## config.mk

```make
export PLATFORM = sky130hd
export DESIGN_NAME = vector_unit
export DESIGN_NICKNAME = d
export VERILOG_FILES = /design/src/verilog/vec_pkg.sv /design/src/verilog/operand_latch.sv /design/src/verilog/vector_add.sv /design/src/verilog/vector_dot.sv /design/src/verilog/result_hold.sv /design/src/verilog/vector_unit.sv
export SDC_FILE = /design/constraint.sdc
export NUM_CORES = 1
export LEC_CHECK = 0
export ABC_AREA = 1
export BUFFER_PORTS_ARGS = -buffer_cell sky130_fd_sc_hd__buf_2
export CAP_MARGIN = 10
export CORE_MARGIN = 8
export CORE_UTILIZATION = 42
export CTS_CLUSTER_DIAMETER = 50
export DETAILED_ROUTE_END_ITERATION = 8
export HOLD_SLACK_MARGIN = 0.06
export SYNTH_ARGS = -nofsm -noshare
export SYNTH_HDL_FRONTEND = slang
export SYNTH_SLANG_ARGS = --single-unit
```

## constraint.sdc

```tcl
create_clock -name clk -period 14.24 [get_ports clk]
set_input_delay 2.848 -clock clk [delete_from_list [all_inputs] [get_ports clk]]
set_output_delay 2.848 -clock clk [all_outputs]
set_load 0.02 [all_outputs]
```

## src/verilog/vec_pkg.sv

```systemverilog
package vec_pkg;

    localparam int CELL_W = 8;  // width of one vector cell.
    localparam int DOT_W  = 24; // holds 16 products of 8-bit cells plus sign.

    typedef logic signed [CELL_W-1:0] cell_t;
    typedef logic signed [DOT_W-1:0]  dot_t;

    typedef logic [0:0] op_t;

    localparam op_t OP_ADD = 1'b0; // element-wise add.
    localparam op_t OP_DOT = 1'b1; // dot product.

    // both engines share this two-state control.
    typedef enum logic {
        ENG_IDLE,
        ENG_RUN
    } engine_state_t;

endpackage

```

## src/verilog/operand_latch.sv

```systemverilog
`timescale 1ns/100ps

module operand_latch #(
    parameter int VECTOR_LEN = 8
) (
    input  logic                            clk,
    input  logic                            rst,
    input  logic                            start,
    input  vec_pkg::op_t                    op,
    input  vec_pkg::cell_t [VECTOR_LEN-1:0] a,
    input  vec_pkg::cell_t [VECTOR_LEN-1:0] b,
    input  logic                            busy,
    output vec_pkg::cell_t [VECTOR_LEN-1:0] a_q,
    output vec_pkg::cell_t [VECTOR_LEN-1:0] b_q,
    output vec_pkg::op_t                    op_q,
    output logic                            add_go,
    output logic                            dot_go
);
    import vec_pkg::*;

    logic accept;

    // busy rises one cycle after the go pulse, so a pending go also blocks a start.
    assign accept = start && !busy && !add_go && !dot_go;

    // operand registers, held for the whole engine run.
    always_ff @(posedge clk) begin
        if (accept) begin
            a_q  <= a;
            b_q  <= b;
            op_q <= op;
        end
    end

    always_ff @(posedge clk) begin
        if (rst) begin
            add_go <= 1'b0;
            dot_go <= 1'b0;
        end else begin
            add_go <= accept && (op == OP_ADD); // one-cycle pulse.
            dot_go <= accept && (op == OP_DOT);
        end
    end

endmodule

```

## src/verilog/vector_add.sv

```systemverilog
`timescale 1ns/100ps

module vector_add #(
    parameter int VECTOR_LEN = 8,
    parameter int TILING     = 2
) (
    input  logic                            clk,
    input  logic                            rst,
    input  logic                            go,
    input  vec_pkg::cell_t [VECTOR_LEN-1:0] a,
    input  vec_pkg::cell_t [VECTOR_LEN-1:0] b,
    output vec_pkg::cell_t [VECTOR_LEN-1:0] sum,
    output logic                            done
);
    import vec_pkg::*;

    localparam int CNT_W = $clog2(VECTOR_LEN) + 1;
    localparam logic [CNT_W-1:0] LAST = CNT_W'(VECTOR_LEN - TILING);
    localparam logic [CNT_W-1:0] STEP = CNT_W'(TILING);

    engine_state_t          state;
    logic [CNT_W-1:0]       cnt;
    cell_t [VECTOR_LEN-1:0] sum_q;
    cell_t [TILING-1:0]     tile_sum;

    // one adder per tile lane, working on cells cnt .. cnt+TILING-1.
    always_comb begin
        for (int i = 0; i < TILING; i++) begin
            tile_sum[i] = a[int'(cnt) + i] + b[int'(cnt) + i]; // wraps to 8 bits.
        end
    end

    always_ff @(posedge clk) begin
        if (rst) begin
            state <= ENG_IDLE;
            cnt   <= '0;
            sum_q <= '0;
            done  <= 1'b0;
        end else begin
            done <= 1'b0;
            case (state)
                ENG_IDLE: begin
                    cnt   <= '0;
                    state <= go ? ENG_RUN : ENG_IDLE;
                end
                ENG_RUN: begin
                    for (int i = 0; i < TILING; i++) begin
                        sum_q[int'(cnt) + i] <= tile_sum[i];
                    end
                    if (cnt == LAST) begin
                        cnt   <= '0;
                        state <= ENG_IDLE;
                        done  <= 1'b1; // registered with the final tile.
                    end else begin
                        cnt <= cnt + STEP;
                    end
                end
                default: begin
                    state <= ENG_IDLE;
                end
            endcase
        end
    end

    assign sum = sum_q;

endmodule

```

## src/verilog/vector_dot.sv

```systemverilog
`timescale 1ns/100ps

module vector_dot #(
    parameter int VECTOR_LEN = 8,
    parameter int TILING     = 2
) (
    input  logic                            clk,
    input  logic                            rst,
    input  logic                            go,
    input  vec_pkg::cell_t [VECTOR_LEN-1:0] a,
    input  vec_pkg::cell_t [VECTOR_LEN-1:0] b,
    output vec_pkg::dot_t                   dot,
    output logic                            done
);
    import vec_pkg::*;

    localparam int CNT_W = $clog2(VECTOR_LEN) + 1;
    localparam logic [CNT_W-1:0] LAST = CNT_W'(VECTOR_LEN - TILING);
    localparam logic [CNT_W-1:0] STEP = CNT_W'(TILING);

    engine_state_t    state;
    logic [CNT_W-1:0] cnt;
    dot_t             acc;
    dot_t             acc_next;

    // TILING signed multipliers feeding one adder chain into the accumulator.
    always_comb begin
        cell_t ai;
        cell_t bi;
        acc_next = acc;
        for (int i = 0; i < TILING; i++) begin
            ai       = a[int'(cnt) + i];
            bi       = b[int'(cnt) + i];
            acc_next = acc_next + dot_t'(ai) * dot_t'(bi); // sign extended before the multiply.
        end
    end

    always_ff @(posedge clk) begin
        if (rst) begin
            state <= ENG_IDLE;
            cnt   <= '0;
            acc   <= '0;
            done  <= 1'b0;
        end else begin
            done <= 1'b0;
            case (state)
                ENG_IDLE: begin
                    cnt <= '0;
                    if (go) begin
                        acc   <= '0; // a new product sum starts from zero.
                        state <= ENG_RUN;
                    end
                end
                ENG_RUN: begin
                    acc <= acc_next;
                    if (cnt == LAST) begin
                        cnt   <= '0;
                        state <= ENG_IDLE;
                        done  <= 1'b1;
                    end else begin
                        cnt <= cnt + STEP;
                    end
                end
                default: begin
                    state <= ENG_IDLE;
                end
            endcase
        end
    end

    assign dot = acc;

endmodule

```

## src/verilog/result_hold.sv

```systemverilog
`timescale 1ns/100ps

module result_hold #(
    parameter int VECTOR_LEN = 8
) (
    input  logic                            clk,
    input  logic                            rst,
    input  logic                            start_ok,
    input  vec_pkg::op_t                    op_q,
    input  vec_pkg::cell_t [VECTOR_LEN-1:0] sum_in,
    input  vec_pkg::dot_t                   dot_in,
    input  logic                            add_done,
    input  logic                            dot_done,
    output vec_pkg::cell_t [VECTOR_LEN-1:0] sum,
    output vec_pkg::dot_t                   dot,
    output vec_pkg::op_t                    result_op,
    output logic                            valid,
    output logic                            busy
);
    import vec_pkg::*;

    always_ff @(posedge clk) begin
        if (rst) begin
            sum       <= '0;
            dot       <= '0;
            result_op <= OP_ADD;
            valid     <= 1'b0;
            busy      <= 1'b0;
        end else begin
            if (start_ok) begin
                busy  <= 1'b1;
                valid <= 1'b0; // the old result is no longer current.
            end else if (add_done) begin
                sum       <= sum_in;
                result_op <= op_q;
                valid     <= 1'b1;
                busy      <= 1'b0;
            end else if (dot_done) begin
                dot       <= dot_in; // the sum output keeps its last add result.
                result_op <= op_q;
                valid     <= 1'b1;
                busy      <= 1'b0;
            end
        end
    end

endmodule

```

## src/verilog/vector_unit.sv

```systemverilog
`timescale 1ns/100ps

module vector_unit #(
    parameter int VECTOR_LEN = 8,
    parameter int TILING     = 2
) (
    input  logic                            clk,
    input  logic                            rst,
    input  logic                            start,
    input  vec_pkg::op_t                    op,
    input  vec_pkg::cell_t [VECTOR_LEN-1:0] a,
    input  vec_pkg::cell_t [VECTOR_LEN-1:0] b,
    output vec_pkg::cell_t [VECTOR_LEN-1:0] sum,
    output vec_pkg::dot_t                   dot,
    output vec_pkg::op_t                    result_op,
    output logic                            valid,
    output logic                            busy
);
    import vec_pkg::*;

    cell_t [VECTOR_LEN-1:0] a_q;
    cell_t [VECTOR_LEN-1:0] b_q;
    op_t                    op_q;
    logic                   add_go;
    logic                   dot_go;
    cell_t [VECTOR_LEN-1:0] add_sum;
    logic                   add_done;
    dot_t                   dot_res;
    logic                   dot_done;

    operand_latch #(
        .VECTOR_LEN (VECTOR_LEN)
    ) u_latch (
        .clk    (clk),
        .rst    (rst),
        .start  (start),
        .op     (op),
        .a      (a),
        .b      (b),
        .busy   (busy),
        .a_q    (a_q),
        .b_q    (b_q),
        .op_q   (op_q),
        .add_go (add_go),
        .dot_go (dot_go)
    );

    vector_add #(
        .VECTOR_LEN (VECTOR_LEN),
        .TILING     (TILING)
    ) u_add (
        .clk  (clk),
        .rst  (rst),
        .go   (add_go),
        .a    (a_q),
        .b    (b_q),
        .sum  (add_sum),
        .done (add_done)
    );

    vector_dot #(
        .VECTOR_LEN (VECTOR_LEN),
        .TILING     (TILING)
    ) u_dot (
        .clk  (clk),
        .rst  (rst),
        .go   (dot_go),
        .a    (a_q),
        .b    (b_q),
        .dot  (dot_res),
        .done (dot_done)
    );

    result_hold #(
        .VECTOR_LEN (VECTOR_LEN)
    ) u_hold (
        .clk       (clk),
        .rst       (rst),
        .start_ok  (add_go | dot_go), // a go pulse marks an accepted start.
        .op_q      (op_q),
        .sum_in    (add_sum),
        .dot_in    (dot_res),
        .add_done  (add_done),
        .dot_done  (dot_done),
        .sum       (sum),
        .dot       (dot),
        .result_op (result_op),
        .valid     (valid),
        .busy      (busy)
    );

endmodule

```

* Word level (Yosys, flattened, before mapping) *
Index checks and enable logic that the tools add are counted.

word-level totals
  register bits = 322
  input port bits = 132
  output and inout port bits = 91
  word-level logic and storage cells = 136

operators by class
  add/subtract/negate cells = 8
  $mul = 2
  $lt $le $gt $ge = 6
  eq/ne operators = 3
  multiplexer cells = 47
  bitwise operators = 6
  reduce and logical (&&, ||, !) cells = 18

operators by type and width
  kind                   number
  $bmux W8 S3            8
  $bwmux W64             2
  $mux W8                14
  $lt A32 B5 Y1 const B  2
  $add A24 B24 Y24       2
  $demux W8 S3           2
  $pmux W24 S2           1
  $ge A32 B1 Y1 const B  1
  $mul A8 B8 Y16         2
  $mux W24               1
  $add A8 B8 Y8          2
  $pmux W4 S2            2
  $mux W1                13
  $add A4 B1 Y5 const B  2
  $add A4 B2 Y4 const B  2
  $eq A4 B3 Y1 const B   2
  $lt A4 B4 Y1 const B   2
  $mux W4                2
  $logic_and A1 B1 Y1    7
  $reduce_or A2 Y1       3
  $not A1 Y1             5
  $ge A4 B1 Y1 const B   1
  $pmux W1 S2            2
  $reduce_and A2 Y1      2
  other kinds (6)        8

* Longest topological paths before layout *
Gate-level depths: netlist of run 1.

  depth in word-level cells = 7
  mapped depth = 38
  mapped depth without buffers = 37

* Hierarchy *
Synthesis of run 1 repeated with hierarchy kept, for this count alone.

unflattened totals
  cells, all modules = 2,476
  area total of the unflattened synthesis = 21,682.0 sq um

by module, submodules not included
  module         times used  cells each  area an instance (sq um)
  vector_dot     1           1,273       9,718.1
  vector_add     1           604         4,160.2
  operand_latch  1           141         3,953.8
  result_hold    1           455         3,838.7
  vector_unit    1           3           11.3

* Least setup slack after synthesis of run 1 *
No wires, ideal clock.

  path kind = input port to flip-flop
  start = input port start
  end = register u_latch.a_q[0] (netlist bit) (enable)
  arrival = 8.309 ns
  required time = 13.619 ns
  setup slack = 5.310 ns
  stages = 2
  buffers on the path = 0
  path through = nand2_1 > nor2_1

between the ends
  word-level cells in the longest chain between the ends = 3

RTL lines
  element                           line                 source
  start: declaration                vector_unit.sv:9     input logic start,
  $logic_and A1 B1 Y1 (3 in a row)  operand_latch.sv:24  assign accept = start && !busy && !add_go && !dot_go;
  named net u_latch.accept          operand_latch.sv:21  logic accept;
  end signal: assignment            operand_latch.sv:29  a_q <= a;
  end: declaration                  operand_latch.sv:13  output vec_pkg::cell_t [VECTOR_LEN-1:0] a_q,

The timed path passes the listed nets, and every way through them passes these cells.
A chain may end at the register's enable or synchronous reset.

* Worst setup path after layout of run 1 *
  start = register u_dot.cnt[2]
  end = register u_dot.acc[22] (netlist: u_dot.dot[22])

between the ends
  word-level cells in the longest chain between the ends = 7

RTL lines
  element                                                                   line              source
  start: declaration                                                        vector_dot.sv:22  logic [CNT_W-1:0] cnt;
  start signal: assignment                                                  vector_dot.sv:61  cnt <= cnt + STEP;
  parallel branches: the longest is 5 deep, another holds $add A24 B24 Y24  -
  $add A24 B24 Y24 *                                                        vector_dot.sv:34  acc_next = acc_next + dot_t'(ai) * dot_t'(bi);
  $pmux W24 S2 *                                                            vector_dot.sv:46  case (state)
  end signal: assignment                                                    vector_dot.sv:55  acc <= acc_next;
  end: declaration                                                          vector_dot.sv:23  dot_t acc;

Mark *: on every way between the ends. The select of a mux whose other input is x is not followed.

==> results by group, run 1 <==
Yosys
  – Synth unique cells: 44
  – Post-synthesis cell area: 20,200 um2
  – Synth Warn #: 0
  – Post-synth top area share: 19.2%
  – Largest area contributor in the netlist: edfxtp_1
  – Sequential share of the synthesized area: 38.2%
  – Syn nets: 2,745
  – Syn avg cell area: 8.49 um2
  – Area contributors post-synth: edfxtp_1 (19%), dfxtp_1 (19%), fa_1 (14%)
  – Post-Synthesis Cells: 2,375
  – Register bit total from synthesis: 320

STA
  – Worst Skew: 0.0291 ns
  – Hold Violations, Final: 0
  – Fmax achieved: 0.121 GHz
  – RSZ-0062 raised after global routing: no
  – Final Cycle Share: 58.2%
  – Tmin final: 8.29 ns
  – Rel. slew slack: 15.9%
  – Pins Over Slew Limit: 0
  – Worst-Margin Slew: 1.26 ns
  – Aggregate negative setup slack: 0 ns
  – Final setup viols: 0

Clocking
  – Post-CTS sizing: 0
  – Clk_lat worst skew: 0.57 ns
  – Setup bufs post-CTS: 0
  – CTS Buf Count: 40
  – Post-CTS Hold Fix Bufs: 0
  – Root buffer cell: clkbuf_16
  – Clock Sinks: 320
  – Clock buffer depth: 3
  – CTS tree: yes
  – H-tree depth: 2
  – Clock transition at path regs: 0.06 ns

Min path
  – Hold Crit Class: reg -> reg

Critical path
  – Reg2Reg Setup Slack: 5.95 ns
  – Arr. time, crit path: 8.72 ns
  – Crit Path Max Fanout: 34
  – CP Capture Type: flip-flop
  – Req. time, crit path: 14.67 ns
  – Crit-path max cell delay: 0.97 ns
  – Crit path launch type: flip-flop
  – Slowest CP cell: xor2_1
  – Kind of critical path: reg -> reg

GRT
  – Pin count of the biggest net entering global routing: 124
  – Global router's overall resource usage: 19.6%
  – Initial antenna violation count: 0
  – GRT overflow: 0
  – First-pass GRT wire length: 87.6 mm
  – Vias in the first global route: 16,300

Cells and area
  – Layout cells sized above 1: 14.2%
  – Fillers: 4,511
  – Reg area: 7700 um2
  – Footprint of the multi-input gates: 10,600 um2
  – Layout Utilization: 48.4%
  – Final nets: 2,938
  – P&R area growth vs syn: 14.3%

Route
  – Drt drc: 0
  – WL per Instance: 17.5 um
  – Initial DRC Count: 982
  – Vias per cell: 5.07
  – Via count: 16,300
  – Antenna viol nets, final: 0
  – Final WL: 56.1 mm
  – TritonRoute pass-1 iters: 7

Floorplan
  – Cell Rows: 80
  – IO Count: 223
  – Die span in x: 235 um
  – Die ar.: 55,200 um2
  – Core ar.: 47,500 um2
  – Chip height: 235 um
  – Starting density of the core: 42.4%

Placed design
  – HPWL after DPL: 43.0 mm
  – Buffers on Ports: 222
  – GPL Wtd Cong: 0.870

Job
  – Max-Cap Viols: 0

Outcome
  – Status: completed
-- worst paths after layout --
kind,from,end,cells after the start
max,u_dot.cnt[2],u_dot.dot[22],29
min,u_add.sum[56],u_hold.sum[56],2
max reg2reg,u_dot.cnt[2],u_dot.dot[22],29
min reg2reg,u_add.sum[56],u_hold.sum[56],2
-- synth_stat cells --
library cell / number
ha_1: 102
nor2_2: 7
xnor2_1: 20
o21ai_0: 203
or2_2: 2
a21oi_2: 1
buf_2: 28
nand3b_1: 8
o21a_1: 2
o22ai_1: 29
nor2_1: 347
a211oi_1: 1
a31oi_1: 4
a32oi_1: 4
clkinv_4: 1
inv_1: 364
nand4_1: 15
nand2_1: 385
and2_4: 1
and2_1: 1
inv_2: 23
o21ai_1: 9
a21o_1: 4
nand3_1: 54
nand3_2: 4
dfxtp_1: 191
a32oi_2: 26
buf_4: 12
clkbuf_1: 39
a22o_1: 3
a21oi_1: 147
nor4_1: 2
xor2_1: 30
buf_6: 6
a32o_1: 5
nand2_2: 1
fa_1: 136
nor3_4: 1
nor2_4: 1
edfxtp_1: 129
or2_1: 4
o211ai_1: 7
nor3_1: 5
o21bai_1: 11
-- layout make-up --
| class | count | area share [%] |
|---|---|---|
| Antenna cell | 1 | 0.0109 |
| Clock buffer | 56 | 4.82 |
| Clock inverter | 15 | 0.924 |
| Inverter | 388 | 6.35 |
| Multi-Input combinational cell | 1582 | 45.8 |
| Sequential cell | 320 | 33.4 |
| Tap cell | 615 | 3.34 |
| Timing Repair Buffer | 236 | 5.28 |
-- placed cells by master (no fill, tap or decap), drive strengths merged, types with 7 or more instances in the layout --
| master | netlist | layout |
|---|---|---|
| xnor2 | 20 | 20 |
| o22ai | 29 | 29 |
| inv | 387 | 394 |
| edfxtp | 129 | 129 |
| a21oi | 148 | 148 |
| nand3 | 58 | 58 |
| dfxtp | 191 | 191 |
| buf | 46 | 236 |
| o21bai | 11 | 11 |
| o211ai | 7 | 7 |
| nor2 | 355 | 355 |
| clkbuf | 39 | 56 |
| o21ai | 212 | 212 |
| clkinv | 1 | 7 |
| xor2 | 30 | 30 |
| nand3b | 8 | 8 |
| fa | 136 | 136 |
| nand4 | 15 | 15 |
| ha | 102 | 102 |
| nand2 | 386 | 386 |
| a32oi | 30 | 30 |
-- metrics by stage --
step           area [um2]  worst slack (ns)  instances  hold WS, ns
2_1_floorplan       20200              5.31       2375        0.425
3_3_place_gp        21700              6.17       3141        0.440
3_5_place_dp        21700              5.95       3141        0.446
4_1_cts             23000              5.93       3212        0.459
5_1_grt             23000              5.41       3212        0.474
6_report            23000              5.95       3213        0.457
-- cell families (layout without fill, tap and decap cells) --
logic type / after synthesis / in the layout / synth area share [%]
flops: 320 / 320 / 38.2
xor+xnor: 50 / 50 / 2.17
fa+ha+maj: 238 / 238 / 19.8
other cells: 0 / 1 / 0
buf+inv: 473 / 695 / 9.46
simple gates: 838 / 838 / 16.8
compound gates: 456 / 456 / 13.6
-- routing by layer --
layer	GRT usage, %	wire (um)
met1	26.6	25700
met2	30.7	25000
met3	4.27	3670
met4	6.56	1670
met5	0	0
-- registers in the layout (all words and copies together) (netlist names), 3 cells and up --
name,flops
u_add.sum,64
u_hold.sum,64
u_latch.a_q,64
u_latch.b_q,64
u_dot.dot,24
u_hold.dot,24
u_add.cnt,3
u_dot.cnt,3
-- critical path: cells and delay by family (launching register included) --
family,cells,cell delay (ns)
buffers and inverters,6,1.33
XOR/XNOR,1,0.97
AO/OA/AOI/OAI,2,0.51
AND/OR/NAND/NOR,13,1.47
adder cells (fa/ha/maj),7,3.54
flip-flops,1,0.33
Power of run 1 is left out: the tool's default activity adds up to more than one toggle a clock period on the data nets, which glitch-free logic cannot reach.
==> run 2: changes to the inputs <==
- clock period: 14.24 -> 7 ns (I/O delays scaled with it)
==> results by group, run 2 (same netlist as run 1, synthesis figures left out) <==
Outcome
  – Status: completed (unchanged)

Cells and area
  – ANT cells: 0 (was 1)
  – Post-Layout Inst Area: 23,900 um2 (was 23,000 um2)
  – Commonest non-fill, non-tap cells in the layout: nand2_1 (380), inv_1 (358), nor2_1 (335) (was nand2_1 (385), inv_1 (363), nor2_1 (346))
  – Reg area: 7700 um2 (about the same)
  – Footprint of the multi-input gates: 10,800 um2 (was 10,600 um2)
  – P&R area growth vs syn: 18.6% (was 14.3%)
  – Fillers: 4,449 (was 4,511)
  – Final nets: 2,985 (was 2,938)
  – Commonest non-fill, non-tap cell in the layout: nand2_1 (unchanged)
  – Layout cells sized above 1: 17.9% (was 14.2%)
  – Fin cells: 3,260 (was 3,213)

Critical path
  – Arr. time, crit path: 7.16 ns (was 8.72 ns)
  – Crit-path max cell delay: 0.54 ns (was 0.97 ns)
  – Req. time, crit path: 7.50 ns (was 14.67 ns)
  – Kind of critical path: reg -> reg (unchanged)
  – Crit Path Max Fanout: 14 (was 34)
  – Most common cell on crit path: inv_1
  – CP Capture Type: flip-flop (unchanged)
  – Slowest CP cell: fa_1 (was xor2_1)
  – Crit path launch type: flip-flop (unchanged)

Floorplan
  – IO Count: 223 (unchanged)
  – Core ar.: 47,500 um2 (unchanged)
  – Starting density of the core: 42.4% (unchanged)
  – Chip height: 235 um (unchanged)
  – Cell Rows: 80 (unchanged)
  – Die span in x: 235 um (unchanged)
  – Die ar.: 55,200 um2 (unchanged)

STA
  – Fmax achieved: 0.150 GHz (was 0.121 GHz)
  – Hold Violations, Final: 0 (unchanged)
  – Worst Skew: 0.0466 ns (was 0.0291 ns)
  – Hold WS: 0.457 ns (about the same)
  – Worst-Margin Slew: 1.07 ns (was 1.26 ns)
  – Final setup viols: 0 (unchanged)
  – Setup ws final: 0.338 ns (was 5.95 ns)
  – Pins Over Slew Limit: 0 (unchanged)
  – Tmin final: 6.66 ns (was 8.29 ns)
  – Final Cycle Share: 95.2% (was 58.2%)
  – Rel. slew slack: 28.2% (was 15.9%)

GRT
  – Initial antenna violation count: 0 (unchanged)
  – Global router's overall resource usage: 19.8% (was 19.6%)
  – GRT overflow: 0 (unchanged)
  – First-pass GRT wire length: 89.6 mm (was 87.6 mm)
  – Vias in the first global route: 16,600 (was 16,300)
  – Pin count of the biggest net entering global routing: 79 (was 124)

Route
  – Drt drc: 0 (unchanged)
  – WL per Instance: 17.5 um (about the same)
  – TritonRoute pass-1 iters: 5 (was 7)
  – Antenna viol nets, final: 0 (unchanged)
  – Vias per cell: 5.08 (was 5.07)
  – Final WL: 57.2 mm (was 56.1 mm)
  – Via count: 16,600 (was 16,300)
  – Initial DRC Count: 1,059 (was 982)

Clocking
  – Root buffer cell: clkbuf_16 (unchanged)
  – Clock Sinks: 320 (unchanged)
  – Clock transition at path regs: 0.06 ns (about the same)
  – CTS Buf Count: 40 (unchanged)
  – Clock buffer depth: 3 (unchanged)
  – H-tree depth: 2 (unchanged)
  – Clk_lat worst skew: 0.57 ns (about the same)
  – CTS tree: yes (unchanged)

Placed design
  – Placed inst area: 22,000 um2 (was 21,700 um2)
  – Buffers on Ports: 222 (unchanged)
  – HPWL after DPL: 43.8 mm (was 43.0 mm)
  – GPL Wtd Cong: 0.910 (was 0.870)
  – Placed Cells incl. Taps: 3,173 (was 3,141)
  – Setup WS pre-CTS: 0.118 ns (was 5.95 ns)

Job
  – Max-Cap Viols: 0 (unchanged)

Min path
  – Hold Crit Class: reg -> reg (unchanged)
[run 2: area by class of cell]
class	count	share of cell area (%)
timing repair buffer	283	7.17
tap	615	3.22
inverter	388	6.14
clock inverter	20	1.23
multi-input combinational	1582	45.2
clock buffer	52	4.76
sequential	320	32.2
[run 2: through the flow]
step | utilization [%] | TNS [ns]
6_report | 50.3 | 0
2_1_floorplan | - | 0
3_3_place_gp | 46.3 | 0
3_5_place_dp | 46.3 | 0
5_1_grt | 50.3 | -0.226
4_1_cts | 49.4 | 0
[run 2: path summary, 6_finish.rpt]
check	start	endpoint	slack, ns	depth (start not counted)
setup reg to reg	u_dot.cnt[2]	u_dot.dot[15]	0.34	31
hold / removal	u_add.sum[56]	u_hold.sum[56]	0.46	2
hold reg to reg	u_add.sum[56]	u_hold.sum[56]	0.46	2
setup / recovery	u_dot.cnt[2]	u_dot.dot[15]	0.34	31
[run 2: repair_timing]
| item | in CTS | in global routing |
|---|---|---|
| hold buffers | 0 | 0 |
| buffers inserted | 0 | 12 |
| endpoints found under the setup margin | 0 | 12 |
| resized for setup | 0 | 64 |
[run 2: routing by layer]
metal | up-vias | GRT usage (%) | wire, um
met2 | 491 | 32.1 | 26100
met4 | 0 | 4.82 | 1180
li1 | 8122 | - | -
met3 | 80 | 2.91 | 2870
met1 | 7857 | 27.6 | 27000
met5 | - | 0 | 0
[run 2: critical path: cells and delay by family (launching register included)]
family,cells,cell delay (ns)
AO/OA/AOI/OAI,4,0.86
XOR/XNOR,1,0.23
adder cells (fa/ha/maj),7,3.29
buffers and inverters,11,0.95
flip-flops,1,0.35
AND/OR/NAND/NOR,8,0.92
Power of run 2 is left out for the same reason.
==> run 3: changes to the inputs <==
- ABC_AREA: 1 -> not set
==> results by group, run 3 <==
Job
  – Max-Cap Viols: 0 (unchanged)

Yosys
  – Post-synth top area share: 20.4% (was 19.2%)
  – Area contributors post-synth: edfxtp_1 (20%), dfxtp_1 (20%), fa_1 (14%) (was edfxtp_1 (19%), dfxtp_1 (19%), fa_1 (14%))
  – Post-Synthesis Cells: 1,804 (was 2,375)
  – Post-synth EDFFs: 129 (unchanged)
  – Synth unique cells: 57 (was 44)
  – Syn avg cell area: 10.5 um2 (was 8.49 um2)
  – Synth top cells by count: nand2_1 (313), inv_1 (219), dfxtp_1 (191) (was nand2_1 (385), inv_1 (364), nor2_1 (347))
  – Post-synthesis cell area: 19,000 um2 (was 20,200 um2)
  – Fraction of registers with async set/reset: 0% (unchanged)
  – Sequential share of the synthesized area: 40.6% (was 38.2%)
  – Syn nets: 2,174 (was 2,745)
  – Synth Warn #: 0 (unchanged)
  – Top-count cell post-synth: nand2_1 (unchanged)
  – Register bit total from synthesis: 320 (unchanged)
  – Predominant post-synthesis flop cell: dfxtp_1 (unchanged)
  – Largest area contributor in the netlist: edfxtp_1 (unchanged)

Route
  – Final WL: 48.9 mm (was 57.2 mm)
  – Initial DRC Count: 753 (was 1,059)
  – Drt drc: 0 (unchanged)
  – Via count: 13,900 (was 16,600)
  – Vias per cell: 4.94 (was 5.08)
  – TritonRoute pass-1 iters: 5 (unchanged)
  – Antenna viol nets, final: 0 (unchanged)
  – WL per Instance: 17.4 um (was 17.5 um)

Cells and area
  – P&R area growth vs syn: 26.5% (was 18.6%)
  – Final nets: 2,550 (was 2,985)
  – Layout cells sized above 1: 29.0% (was 17.9%)
  – Commonest non-fill, non-tap cells in the layout: nand2_1 (306), buf_2 (221), inv_1 (201) (was nand2_1 (380), inv_1 (358), nor2_1 (335))
  – Fillers: 3,962 (was 4,449)
  – Reg area: 7700 um2 (unchanged)
  – ANT cells: 0 (unchanged)
  – Commonest non-fill, non-tap cell in the layout: nand2_1 (unchanged)
  – Footprint of the multi-input gates: 10,800 um2 (about the same)

Min path
  – Hold Crit Class: reg -> reg (unchanged)

Floorplan
  – Die ar.: 52,200 um2 (was 55,200 um2)
  – Starting density of the core: 42.1% (was 42.4%)
  – Chip height: 228 um (was 235 um)
  – Die span in x: 228 um (was 235 um)
  – IO Count: 223 (unchanged)
  – Cell Rows: 78 (was 80)
  – Core ar.: 45,000 um2 (was 47,500 um2)

Critical path
  – CP Capture Type: flip-flop (unchanged)
  – Crit Path Max Fanout: 9 (was 14)
  – Slowest CP cell: mux4_2 (was fa_1)
  – Req. time, crit path: 7.44 ns (was 7.50 ns)
  – Most common cell on crit path: fa_1 (was inv_1)
  – Arr. time, crit path: 7.79 ns (was 7.16 ns)
  – Crit path launch type: flip-flop (unchanged)
  – Kind of critical path: reg -> reg (unchanged)
  – Crit-path max cell delay: 0.60 ns (was 0.54 ns)

GRT
  – Pin count of the biggest net entering global routing: 112 (was 79)
  – First-pass GRT wire length: 78.0 mm (was 89.6 mm)
  – GRT overflow: 0 (unchanged)
  – Global router's overall resource usage: 18.5% (was 19.8%)
  – Initial antenna violation count: 0 (unchanged)
  – Vias in the first global route: 14,300 (was 16,600)

STA
  – Pins Over Slew Limit: 0 (unchanged)
  – Tmin final: 7.35 ns (was 6.66 ns)
  – Hold Violations, Final: 0 (unchanged)
  – Final Cycle Share: 105% (was 95.2%)
  – Worst Skew: 0.0306 ns (was 0.0466 ns)
  – Hold WS: 0.449 ns (was 0.457 ns)
  – Final setup viols: 6 (was 0)
  – Setup ws final: -0.347 ns (was 0.338 ns)
  – Fmax achieved: 0.136 GHz (was 0.150 GHz)
  – RSZ-0062 raised after global routing: yes
  – Rel. slew slack: 25.7% (was 28.2%)
  – Worst-Margin Slew: 1.11 ns (was 1.07 ns)

Clocking
  – Clock transition at path regs: 0.06 ns (about the same)
  – Root buffer cell: clkbuf_16 (unchanged)
  – CTS Buf Count: 38 (was 40)
  – CTS tree: yes (unchanged)
  – Clock Sinks: 320 (unchanged)
  – H-tree depth: 2 (unchanged)
  – Clock buffer depth: 3 (unchanged)
  – Clk_lat worst skew: 0.57 ns (about the same)

Outcome
  – Violated checks: setup timing
  – Status: finished, violations left (was completed)

Placed design
  – Buffers on Ports: 222 (unchanged)
  – GPL Wtd Cong: 0.853 (was 0.910)
  – HPWL after DPL: 38.2 mm (was 43.8 mm)
==> run 3: changes by cell type after synthesis, moves of 25 or more <==
cell,before,now
nor2_1,347,61
o21ai_0,203,30
inv_1,364,219
and2_1,1,94
nand2_1,385,313
mux4_2,0,60
nand3_1,54,4
o22ai_1,29,0
a32oi_2,26,0
a21oi_1,147,172
==> run 3: worst max-delay path: cells and delay by family, from the launching register on <==
kind	cells	cell delay (ns)
adder cells (fa/ha/maj)	7	3.10
AO/OA/AOI/OAI	6	1.31
AND/OR/NAND/NOR	6	1.08
multiplexers	2	0.69
buffers and inverters	6	0.53
flip-flops	1	0.41
XOR/XNOR	1	0.09
==> run 3: metal layers <==
layer / share of wire, % / routed length (um) / GRT usage (%)
met1: 47 / 23100 / 25.6
met2: 46 / 22300 / 29.2
met3: 4.8 / 2320 / 3.69
met4: 2.4 / 1160 / 5.17
met5: 0 / 0 / 0
==> run 3: logic make-up after synthesis <==
kind of cell / after synthesis / share of synthesized area (%)
simple gates: 526 / 12.5
xor+xnor: 72 / 3.33
buf+inv: 288 / 5.83
mux: 66 / 7.46
compound gates: 294 / 9.19
fa+ha+maj: 238 / 21.1
flops: 320 / 40.6
==> run 3: what timing repair did <==
action | CTS | global route
buffers inserted | 24 | 8
hold buffers | 0 | 0
gates resized for setup | 50 | 43
gates cloned | 2 | 0
endpoints found under the setup margin | 11 | 11
pin swaps | 52 | 34
==> run 3: area by class of cell <==
cell class	count	share of cell area, %
multi-input cells	1196	44.9
clock inverters	18	1.02
clock buffers	47	4.28
well taps	600	3.13
flip-flops and latches	320	32.1
repair buffers	405	11.0
inverters	219	3.44
==> run 3: path summary, 6_finish.rpt <==
| kind | from | endpoint | slack, ns | depth (start not counted) |
|---|---|---|---|---|
| min reg2reg | u_hold.sum[59] | u_hold.sum[59] | 0.45 | 2 |
| min | u_hold.sum[59] | u_hold.sum[59] | 0.45 | 2 |
| max | u_dot.cnt[1] | u_dot.dot[23] | -0.35 | 28 |
| max reg2reg | u_dot.cnt[1] | u_dot.dot[23] | -0.35 | 28 |
==> run 3: through the flow <==
stage / instances / utilization [%] / TNS, ns / cell area [um2] / worst slack, ns
after global routing: 2805 / 53.3 / -3.21 / 24000 / -0.585
after floorplan: 1804 / - / -0.745 / 19200 / -0.338
after detailed placement: 2708 / 48.7 / -3.95 / 21900 / -0.569
final: 2805 / 53.3 / -1.06 / 24000 / -0.347
after CTS: 2797 / 52.6 / -1.10 / 23700 / -0.343
after global placement: 2708 / 48.7 / -3.62 / 21900 / -0.600
Power of run 3 is left out for the same reason.
